===== src/source/video_defines.svh =====
//####################################################################
// video generator constants: raster timing, framebuffer geometry,
// scale factor and border colour
//####################################################################
`ifndef VIDEO_DEFINES_SVH
`define VIDEO_DEFINES_SVH

// horizontal raster, in pixels
`define H_ACTIVE 72
`define H_FP 4
`define H_SYNC 8
`define H_BP 4
`define H_TOTAL (`H_ACTIVE + `H_FP + `H_SYNC + `H_BP)

// vertical raster, in lines
`define V_ACTIVE 52
`define V_FP 2
`define V_SYNC 2
`define V_BP 2
`define V_TOTAL (`V_ACTIVE + `V_FP + `V_SYNC + `V_BP)

// framebuffer geometry, one colour index per pixel
`define FB_WIDTH 16
`define FB_HEIGHT 12
`define FB_SCALE 4
`define FB_PIXELS (`FB_WIDTH * `FB_HEIGHT)
`define FB_ADDRW 8

// scaled picture in the top-left of the raster
`define PIC_WIDTH (`FB_WIDTH * `FB_SCALE)
`define PIC_HEIGHT (`FB_HEIGHT * `FB_SCALE)

// active area outside the picture
`define BORDER_COLOUR 12'h137

`endif


===== src/source/video_pkg.sv =====
//####################################################################
// video types: colour index, rgb word and coordinates
//####################################################################
`include "video_defines.svh"

package video_pkg;

    // palette index, one framebuffer pixel
    typedef logic [3:0] cidx_t;

    // 4:4:4 colour, r in the top nibble
    typedef struct packed {
        logic [3:0] r;
        logic [3:0] g;
        logic [3:0] b;
    } rgb_t;

    typedef logic [15:0] coord_t;  // unsigned raster position

    // framebuffer word address
    typedef logic [`FB_ADDRW-1:0] fb_addr_t;

    typedef logic [3:0] lb_addr_t;  // column within one stored row

endpackage


===== src/source/video_timing_if.sv =====
//####################################################################
// raster position and sync bundle, plus the line-buffer fill bundle
//####################################################################
`timescale 1ns/1ns

interface video_timing_if;
    video_pkg::coord_t sx;  // 0..H_TOTAL-1
    video_pkg::coord_t sy;  // 0..V_TOTAL-1
    logic hsync;            // active low
    logic vsync;            // active low
    logic de;               // active area
    logic line;             // pulse at sx 0
    logic frame;            // pulse at sx 0, sy 0

    modport source (output sx, sy, hsync, vsync, de, line, frame);
    modport sink (input sx, sy, hsync, vsync, de, line, frame);
endinterface

interface line_fill_if;
    logic we;                     // one word per cycle during a fetch
    video_pkg::lb_addr_t waddr;
    logic wbank;                  // bank not on screen
    video_pkg::cidx_t wdata;
    logic show_bank;              // bank read out this line

    modport filler (output we, waddr, wbank, wdata, show_bank);
    modport store (input we, waddr, wbank, wdata, show_bank);
endinterface


===== src/source/sdp_ram.sv =====
//####################################################################
// simple dual-port ram, one write port, registered read port
//####################################################################
`timescale 1ns/1ns

module sdp_ram #(
    parameter type word_t = logic [7:0],
    parameter int DEPTH = 16
) (
    input  logic                     clk_sys,
    input  logic                     we,
    input  logic [$clog2(DEPTH)-1:0] waddr,
    input  word_t                    wdata,
    input  logic [$clog2(DEPTH)-1:0] raddr,
    output word_t                    rdata
);
    word_t mem [DEPTH];

    always_ff @(posedge clk_sys) begin
        if (we) begin
            mem[waddr] <= wdata;
        end
        rdata <= mem[raddr];  // old word on a same-address write
    end

endmodule


===== src/source/display_timing.sv =====
//####################################################################
// raster counters with registered sync, data enable and line pulses
//####################################################################
`timescale 1ns/1ns
`include "video_defines.svh"

module display_timing (
    input logic clk_sys,
    input logic rst_n,
    video_timing_if.source tim
);
    // sync windows, counted from the start of the line or frame
    localparam int HS_START = `H_ACTIVE + `H_FP;  // 76
    localparam int HS_END = HS_START + `H_SYNC;   // first pixel after sync
    localparam int VS_START = `V_ACTIVE + `V_FP;  // 54
    localparam int VS_END = VS_START + `V_SYNC;

    video_pkg::coord_t nx;  // position one cycle ahead
    video_pkg::coord_t ny;

    // next position, wraps at the totals
    always_comb begin
        if (tim.sx == `H_TOTAL - 1) begin
            nx = '0;
            ny = (tim.sy == `V_TOTAL - 1) ? '0 : tim.sy + 1'b1;
        end else begin
            nx = tim.sx + 1'b1;
            ny = tim.sy;
        end
    end

    // flags decoded from the next position so they line up with sx/sy
    always_ff @(posedge clk_sys) begin
        if (!rst_n) begin
            tim.sx <= '0;
            tim.sy <= '0;
            // decode of position 0,0
            tim.hsync <= 1'b1;
            tim.vsync <= 1'b1;
            tim.de <= 1'b1;
            tim.line <= 1'b1;
            tim.frame <= 1'b1;
        end else begin
            tim.sx <= nx;
            tim.sy <= ny;
            tim.hsync <= !(nx >= HS_START && nx < HS_END);
            tim.vsync <= !(ny >= VS_START && ny < VS_END);
            tim.de <= (nx < `H_ACTIVE) && (ny < `V_ACTIVE);
            tim.line <= (nx == 0);
            tim.frame <= (nx == 0) && (ny == 0);
        end
    end

endmodule


===== src/source/scale_sequencer.sv =====
//####################################################################
// row fetch scheduler: copies one framebuffer row into the idle
// line-buffer bank the line before that row goes on screen
//####################################################################
`timescale 1ns/1ns
`include "video_defines.svh"

module scale_sequencer (
    input  logic                clk_sys,
    input  logic                rst_n,
    video_timing_if.sink        tim,
    output video_pkg::fb_addr_t fb_raddr,
    input  video_pkg::cidx_t    fb_rdata,
    line_fill_if.filler         fill
);
    localparam int REP_W = $clog2(`FB_SCALE);
    localparam int ROW_W = $clog2(`FB_HEIGHT + 1);  // room for the idle value

    typedef enum logic {
        WAIT_LINE,
        FETCH
    } state_t;

    state_t state;

    logic [REP_W-1:0] rep_cnt;     // repeat of the current line's row
    logic [ROW_W-1:0] row_cnt;     // FB_HEIGHT when outside the picture
    logic [REP_W-1:0] coming_rep;  // same, for the line after this one
    logic [ROW_W-1:0] coming_row;
    logic             fetch_req;   // coming line starts a new row
    logic             row_start;   // current line starts a new row
    video_pkg::lb_addr_t fetch_col;
    video_pkg::lb_addr_t rd_col;   // column of the read in flight
    logic             rd_valid;

    // line counting, evaluated on the line pulse
    always_comb begin
        if (tim.sy == `V_TOTAL - 1) begin
            // last line of the frame, row 0 comes next
            coming_rep = '0;
            coming_row = '0;
        end else if (rep_cnt == `FB_SCALE - 1) begin
            coming_rep = '0;
            coming_row = (row_cnt < `FB_HEIGHT) ? row_cnt + 1'b1 : row_cnt;  // hold when idle
        end else begin
            coming_rep = rep_cnt + 1'b1;
            coming_row = row_cnt;
        end
        fetch_req = tim.line && (coming_rep == 0) && (coming_row < `FB_HEIGHT);
        row_start = (rep_cnt == 0) && (row_cnt < `FB_HEIGHT);
    end

    always_ff @(posedge clk_sys) begin
        if (!rst_n) begin
            rep_cnt <= '0;
            row_cnt <= ROW_W'(`FB_HEIGHT);  // idle until line 57
            fill.show_bank <= 1'b0;
        end else if (tim.line) begin
            rep_cnt <= coming_rep;
            row_cnt <= coming_row;
            if (row_start) begin
                fill.show_bank <= ~fill.show_bank;  // freshly filled bank on screen
            end
        end
    end

    // one row of reads, 16 consecutive cycles
    always_ff @(posedge clk_sys) begin
        if (!rst_n) begin
            state <= WAIT_LINE;
            fb_raddr <= '0;
            fetch_col <= '0;
            rd_valid <= 1'b0;
            rd_col <= '0;
        end else begin
            rd_valid <= (state == FETCH);  // ram data arrives next cycle
            rd_col <= fetch_col;
            case (state)
                WAIT_LINE: begin
                    if (fetch_req) begin
                        state <= FETCH;
                        fb_raddr <= video_pkg::fb_addr_t'(coming_row * `FB_WIDTH);
                        fetch_col <= '0;
                    end
                end
                FETCH: begin
                    if (fetch_col == `FB_WIDTH - 1) begin
                        state <= WAIT_LINE;  // last word of the row
                    end else begin
                        fb_raddr <= fb_raddr + 1'b1;
                        fetch_col <= fetch_col + 1'b1;
                    end
                end
                default: state <= WAIT_LINE;
            endcase
        end
    end

    // write side, one cycle behind the read
    assign fill.we = rd_valid;
    assign fill.waddr = rd_col;
    assign fill.wdata = fb_rdata;
    assign fill.wbank = ~fill.show_bank;

endmodule


===== src/source/line_buffer.sv =====
//####################################################################
// two-bank row store, each stored pixel read out FB_SCALE times
//####################################################################
`timescale 1ns/1ns
`include "video_defines.svh"

module line_buffer (
    input  logic             clk_sys,
    input  logic             rst_n,
    video_timing_if.sink     tim,
    line_fill_if.store       fill,
    output video_pkg::cidx_t cidx,
    output logic             in_picture
);
    logic [$clog2(`FB_SCALE)-1:0] hscale_cnt;  // pixel within one stored column
    video_pkg::lb_addr_t rd_col;
    video_pkg::cidx_t bank_rdata [2];

    // one ram per bank, both read every cycle
    for (genvar b = 0; b < 2; b++) begin : g_bank
        sdp_ram #(
            .word_t(video_pkg::cidx_t),
            .DEPTH(`FB_WIDTH)
        ) u_bank (
            .clk_sys(clk_sys),
            .we(fill.we && (fill.wbank == b)),
            .waddr(fill.waddr),
            .wdata(fill.wdata),
            .raddr(rd_col),
            .rdata(bank_rdata[b])
        );
    end

    // horizontal scaling
    // counter sits at 0 from sx 63 on, so column 0 is ready at sx 0
    always_ff @(posedge clk_sys) begin
        if (!rst_n) begin
            hscale_cnt <= '0;
            rd_col <= '0;
        end else if (tim.sx >= `PIC_WIDTH - 1) begin
            hscale_cnt <= '0;
            rd_col <= '0;
        end else if (hscale_cnt == `FB_SCALE - 1) begin
            hscale_cnt <= '0;
            rd_col <= rd_col + 1'b1;  // next stored pixel
        end else begin
            hscale_cnt <= hscale_cnt + 1'b1;
        end
    end

    // picture flag, one cycle like the ram read
    always_ff @(posedge clk_sys) begin
        if (!rst_n) begin
            in_picture <= 1'b0;
        end else begin
            in_picture <= (tim.sx < `PIC_WIDTH) && (tim.sy < `PIC_HEIGHT);
        end
    end

    // bank chosen after the read, show_bank has flipped by sx 0's data
    assign cidx = bank_rdata[fill.show_bank];

endmodule


===== src/source/colour_output.sv =====
//####################################################################
// palette lookup, border and blanking, registered vga pins
//####################################################################
`timescale 1ns/1ns
`include "video_defines.svh"

module colour_output (
    input  logic             clk_sys,
    input  logic             rst_n,
    video_timing_if.sink     tim,
    input  video_pkg::cidx_t cidx,
    input  logic             in_picture,
    input  logic             pal_we,
    input  video_pkg::cidx_t pal_widx,
    input  video_pkg::rgb_t  pal_wdata,
    output logic             vga_hsync,
    output logic             vga_vsync,
    output logic [3:0]       vga_r,
    output logic [3:0]       vga_g,
    output logic [3:0]       vga_b
);
    localparam int PAL_DEPTH = 2 ** $bits(video_pkg::cidx_t);

    video_pkg::rgb_t pal_rgb;  // palette entry, 2 cycles after the position
    video_pkg::rgb_t pix;
    logic [1:0] hs_pipe;       // line-buffer and palette stages
    logic [1:0] vs_pipe;
    logic [1:0] de_pipe;
    logic pic_d;               // in_picture behind the palette read

    sdp_ram #(
        .word_t(video_pkg::rgb_t),
        .DEPTH(PAL_DEPTH)
    ) u_palette (
        .clk_sys(clk_sys),
        .we(pal_we),
        .waddr(pal_widx),
        .wdata(pal_wdata),
        .raddr(cidx),
        .rdata(pal_rgb)
    );

    always_ff @(posedge clk_sys) begin
        if (!rst_n) begin
            hs_pipe <= '1;  // syncs idle high
            vs_pipe <= '1;
            de_pipe <= '0;
            pic_d <= 1'b0;
        end else begin
            hs_pipe <= {hs_pipe[0], tim.hsync};
            vs_pipe <= {vs_pipe[0], tim.vsync};
            de_pipe <= {de_pipe[0], tim.de};
            pic_d <= in_picture;
        end
    end

    // picture, border or black
    always_comb begin
        if (!de_pipe[1]) begin
            pix = '0;
        end else if (pic_d) begin
            pix = pal_rgb;
        end else begin
            pix = video_pkg::rgb_t'(`BORDER_COLOUR);
        end
    end

    // pin registers, third stage
    always_ff @(posedge clk_sys) begin
        if (!rst_n) begin
            vga_hsync <= 1'b1;
            vga_vsync <= 1'b1;
            vga_r <= '0;
            vga_g <= '0;
            vga_b <= '0;
        end else begin
            vga_hsync <= hs_pipe[1];
            vga_vsync <= vs_pipe[1];
            vga_r <= pix.r;
            vga_g <= pix.g;
            vga_b <= pix.b;
        end
    end

endmodule


===== src/source/video_top.sv =====
//####################################################################
// scaled framebuffer video generator, top level
//####################################################################
`timescale 1ns/1ns
`include "video_defines.svh"

module video_top (
    input  logic                 clk_sys,
    input  logic                 rst_n,
    input  logic                 fb_we,
    input  logic [`FB_ADDRW-1:0] fb_waddr,
    input  logic [3:0]           fb_wdata,
    input  logic                 pal_we,
    input  logic [3:0]           pal_widx,
    input  logic [11:0]          pal_wdata,
    output logic                 vga_hsync,
    output logic                 vga_vsync,
    output logic [3:0]           vga_r,
    output logic [3:0]           vga_g,
    output logic [3:0]           vga_b
);
    video_pkg::fb_addr_t fb_raddr;
    video_pkg::cidx_t fb_rdata;
    video_pkg::cidx_t lb_cidx;  // line-buffer pixel, 1 cycle behind sx
    logic lb_in_picture;

    video_timing_if tim ();
    line_fill_if fill ();

    display_timing u_timing (
        .clk_sys(clk_sys),
        .rst_n(rst_n),
        .tim(tim)
    );

    // framebuffer, host writes and row fetch reads
    sdp_ram #(
        .word_t(video_pkg::cidx_t),
        .DEPTH(`FB_PIXELS)
    ) u_framebuffer (
        .clk_sys(clk_sys),
        .we(fb_we),
        .waddr(fb_waddr),
        .wdata(fb_wdata),
        .raddr(fb_raddr),
        .rdata(fb_rdata)
    );

    scale_sequencer u_sequencer (
        .clk_sys(clk_sys),
        .rst_n(rst_n),
        .tim(tim),
        .fb_raddr(fb_raddr),
        .fb_rdata(fb_rdata),
        .fill(fill)
    );

    line_buffer u_line_buffer (
        .clk_sys(clk_sys),
        .rst_n(rst_n),
        .tim(tim),
        .fill(fill),
        .cidx(lb_cidx),
        .in_picture(lb_in_picture)
    );

    colour_output u_colour (
        .clk_sys(clk_sys),
        .rst_n(rst_n),
        .tim(tim),
        .cidx(lb_cidx),
        .in_picture(lb_in_picture),
        .pal_we(pal_we),
        .pal_widx(pal_widx),
        .pal_wdata(pal_wdata),
        .vga_hsync(vga_hsync),
        .vga_vsync(vga_vsync),
        .vga_r(vga_r),
        .vga_g(vga_g),
        .vga_b(vga_b)
    );

endmodule


===== config.mk =====
export PLATFORM = sky130hd
export DESIGN_NAME = video_top
export DESIGN_NICKNAME = d
export VERILOG_FILES = /design/src/source/video_pkg.sv /design/src/source/video_timing_if.sv /design/src/source/sdp_ram.sv /design/src/source/display_timing.sv /design/src/source/scale_sequencer.sv /design/src/source/line_buffer.sv /design/src/source/colour_output.sv /design/src/source/video_top.sv
export VERILOG_INCLUDE_DIRS = /design/src /design/src/source
export SDC_FILE = /design/constraint.sdc
export NUM_CORES = 1
export LEC_CHECK = 0
export BUFFER_PORTS_ARGS = -buffer_cell sky130_fd_sc_hd__clkbuf_2
export CAP_MARGIN = 20
export CORE_ASPECT_RATIO = 0.75
export CORE_MARGIN = 2
export CORE_UTILIZATION = 35
export DETAILED_ROUTE_END_ITERATION = 16
export PLACE_DENSITY = 0.48
export SLEW_MARGIN = 20
export SYNTH_ARGS = -nofsm -noshare
export SYNTH_HDL_FRONTEND = slang
export SYNTH_SLANG_ARGS = --single-unit

===== constraint.sdc =====
create_clock -name clk_sys -period 3.7 [get_ports clk_sys]
set_input_delay 1.11 -clock clk_sys [delete_from_list [all_inputs] [get_ports clk_sys]]
set_output_delay 1.11 -clock clk_sys [all_outputs]
set_load 0.1 [all_outputs]

==> results.toml <==
[drt]
first_iter_violations = 2462
vias_per_cell = 5.34
wl_per_cell_um = 26.1
drc = 0
vias = 24600
drt_first_pass_iters = 7
ant_nets = 0
wl_um = 120000

[sta]
hold_violations = 0
fmax_ghz = 0.330
rsz0062_at_grt = "false"
slew_violations = 0
whs_ns = 0.405
maxSlewHeadroom_pct = 30.1
fin_crit_sh_pct = 81.9
finClkSkew_ns = 0.0328
finalSetupTns_ns = 0
setup_viol = 0
finalCriticalPeriod_ns = 3.03
worst_pin_slew_ns = 1.05

[clock_tree]
cts_buffer_depth = 3
cts_made_buffers = 118
clk_latency_ns = 0.75
path_clk_slew_ns = 0.07
cts_resized = 0
htree_levels = 3
cts_tree = "yes"
post_cts_buffers = 0
cts_hold_buf = 0
cts.sinks = 1201
clockRootBuffer = "clkbuf_16"

[synthesis]
syn_nets = 2607
yosysWarnings = 0
ys_async_sr_fraction_pct = 0
synth-edff-count = 1088
synth-seq-cells = 1201
synthFlopType = "edfxtp_1"
synth_seq_area_share_pct = 73.3
yosysUniqueCellTypes = 79
synth_area_per_cell_um2 = 18.6
postSynthCellCount = 2564
synth_area_um2 = 47600

[cells_and_area]
final_common_cell = "edfxtp_1"
layout_common_cells = "1088 x edfxtp_1, 298 x mux4_2, 292 x nor2_1, 124 x clkbuf_16, 116 x buf_4"
fin_area_um2 = 54800
final_nets = 2758
drive_above_1_share_pct = 24.7
syn2layout_area_growth_pct = 15.0
instances_no_fill = 4604

[global_routing]
grt_pass1_vias = 25300
grt_usage_pct = 17.4
grt_pass1_wl_um = 176000
overflow = 0
antenna_found_initial = 4
grt_start_max_net_pins = 85

[die]
die_w_um = 430
initial_utilization_pct = 35.2
die_h_um = 323
num_rows = 117
pin_count = 46
core_area_um2 = 135000
die_area_um2 = 139000

[setup_path]
r2r-start = "u_sequencer.fb_raddr[0]"
worstPathArrival_ns = 3.65
reg2reg_depth = 8
worstPathRequired_ns = 4.32
timing.rr.end = "u_framebuffer.rdata[0]"
crit_path_start = "u_sequencer.fb_raddr[0]"
reg2reg_setup_slack_ns = 0.67
start_kind = "flip-flop"
endpoint = "u_framebuffer.rdata[0]"
criticalPathCategory = "flip-flop to flip-flop"
endpoint_kind = "flip-flop"
worst-path-max-fanout = 44

[outcome]
status = "complete, no violations"

[pwr]
power_density_nw_per_um2 = 516
irDropWorstVdd_v = 0.000388
p_leak_nw = 16.8

[min_path]
hold_start = "u_colour.vs_pipe[0]"
hp-class = "flip-flop to flip-flop"

[place]
numPortBuffers = 45
gp_congestion = 0.797
postPlaceCellArea_um2 = 50600
hpwl_um = 78500
dp_cells = 4380

[job]
drv_cap = 0
[report_power, final]
group	leakage, nW	internal [mW]	switching (mW)
sequential	10.7	14.8	0.0358
combinational	4.04	0.197	0.457
clock	2.01	7.45	5.30
[worst max-delay path: stages (launching register included)]
cell and delay (ns):
dfxtp_4 0.39, buf_12 0.33, buf_4 0.34, mux4_2 0.54, nor2b_1 0.14, a211oi_1 0.29
a211oi_1 0.20, a2111oi_0 0.53, a211oi_1 0.09
[cells in the mapped netlist, types with 24 or more instances]
cell	number	area, um^2
nand3_1	51	255
o21ai_0	28	140
mux4_2	298	6710
dfxtp_1	113	2260
buf_2	38	190
clkbuf_1	69	259
mux2i_1	44	440
a21oi_1	24	120
edfxtp_1	1088	32700
nand2_1	86	323
and2_1	39	244
nand4_1	24	150
nor2b_1	32	200
nor2_1	292	1100
[sequential cells by signal, summed over array words and instances, names as in the netlist, 4 cells and up]
signal and count:
u_framebuffer.mem 768, u_colour.u_palette.mem 192, u_line_buffer.g_bank.u_bank.mem 128, u_timing.tim.sx 16
u_timing.tim.sy 16, u_colour.u_palette.rdata 12, u_line_buffer.g_bank.u_bank.rdata 8, u_sequencer.fb_raddr 8
u_colour.vga_b 4, u_colour.vga_g 4, u_colour.vga_r 4, u_framebuffer.rdata 4
u_line_buffer.rd_col 4, u_sequencer.fetch_col 4, u_sequencer.fill.waddr 4, u_sequencer.row_cnt 4
[through the flow]
stage | util (%) | worst slack [ns] | total power, mW
3_5_place_dp | 37.4 | 0.541 | 15.8
5_1_grt | 40.5 | 0.528 | 29.2
3_3_place_gp | 37.4 | 0.557 | 15.8
4_1_cts | 40.5 | 0.721 | 28.6
6_report | 40.5 | 0.671 | 28.3
2_1_floorplan | - | 0.816 | 15.4
[layout make-up]
type                    instances  area [um^2]
repair buffers                177         1440
inverters                      21         78.8
diodes                          1         2.50
clock buffers                 144         3220
clock inverters                79          923
flip-flops and latches       1201        35000
multi-input cells            1196        11900
well taps                    1785         2230
fillers                     12000        80600
[cell families (layout without fill, tap and decap cells)]
| logic type | Yosys count | count (layout) | synth area share (%) |
|---|---|---|---|
| compound gates | 180 | 180 | 2.64 |
| buf+inv | 167 | 421 | 1.72 |
| mux | 348 | 348 | 15.2 |
| simple gates | 627 | 627 | 6.30 |
| fa+ha+maj | 11 | 11 | 0.289 |
| flops | 1201 | 1201 | 73.3 |
| other cells | 0 | 1 | 0 |
| xor+xnor | 30 | 30 | 0.552 |
[how the worst min path moves through the flow]
stage          slack (ns)                   to  cells past startpoint
4_1_cts              0.41  u_colour.vs_pipe[1]                      1
2_1_floorplan        0.39  u_colour.hs_pipe[0]                      1
6_report             0.41  u_colour.vs_pipe[1]                      1
3_5_place_dp         0.39  u_colour.vs_pipe[1]                      1
3_3_place_gp         0.39  u_colour.vs_pipe[1]                      1
5_1_grt              0.43  u_colour.vs_pipe[1]                      1
[routing by layer]
metal / up-vias / part of all wire [%] / track usage [%]
met1: 13000 / 48 / 26.4
met4: 0 / 2.0 / 4.02
met2: 867 / 43 / 25.4
met5: - / 0 / 0
met3: 156 / 7.0 / 3.58
li1: 10600 / - / -
No activity file was read; power rests on OpenSTA's default activity.
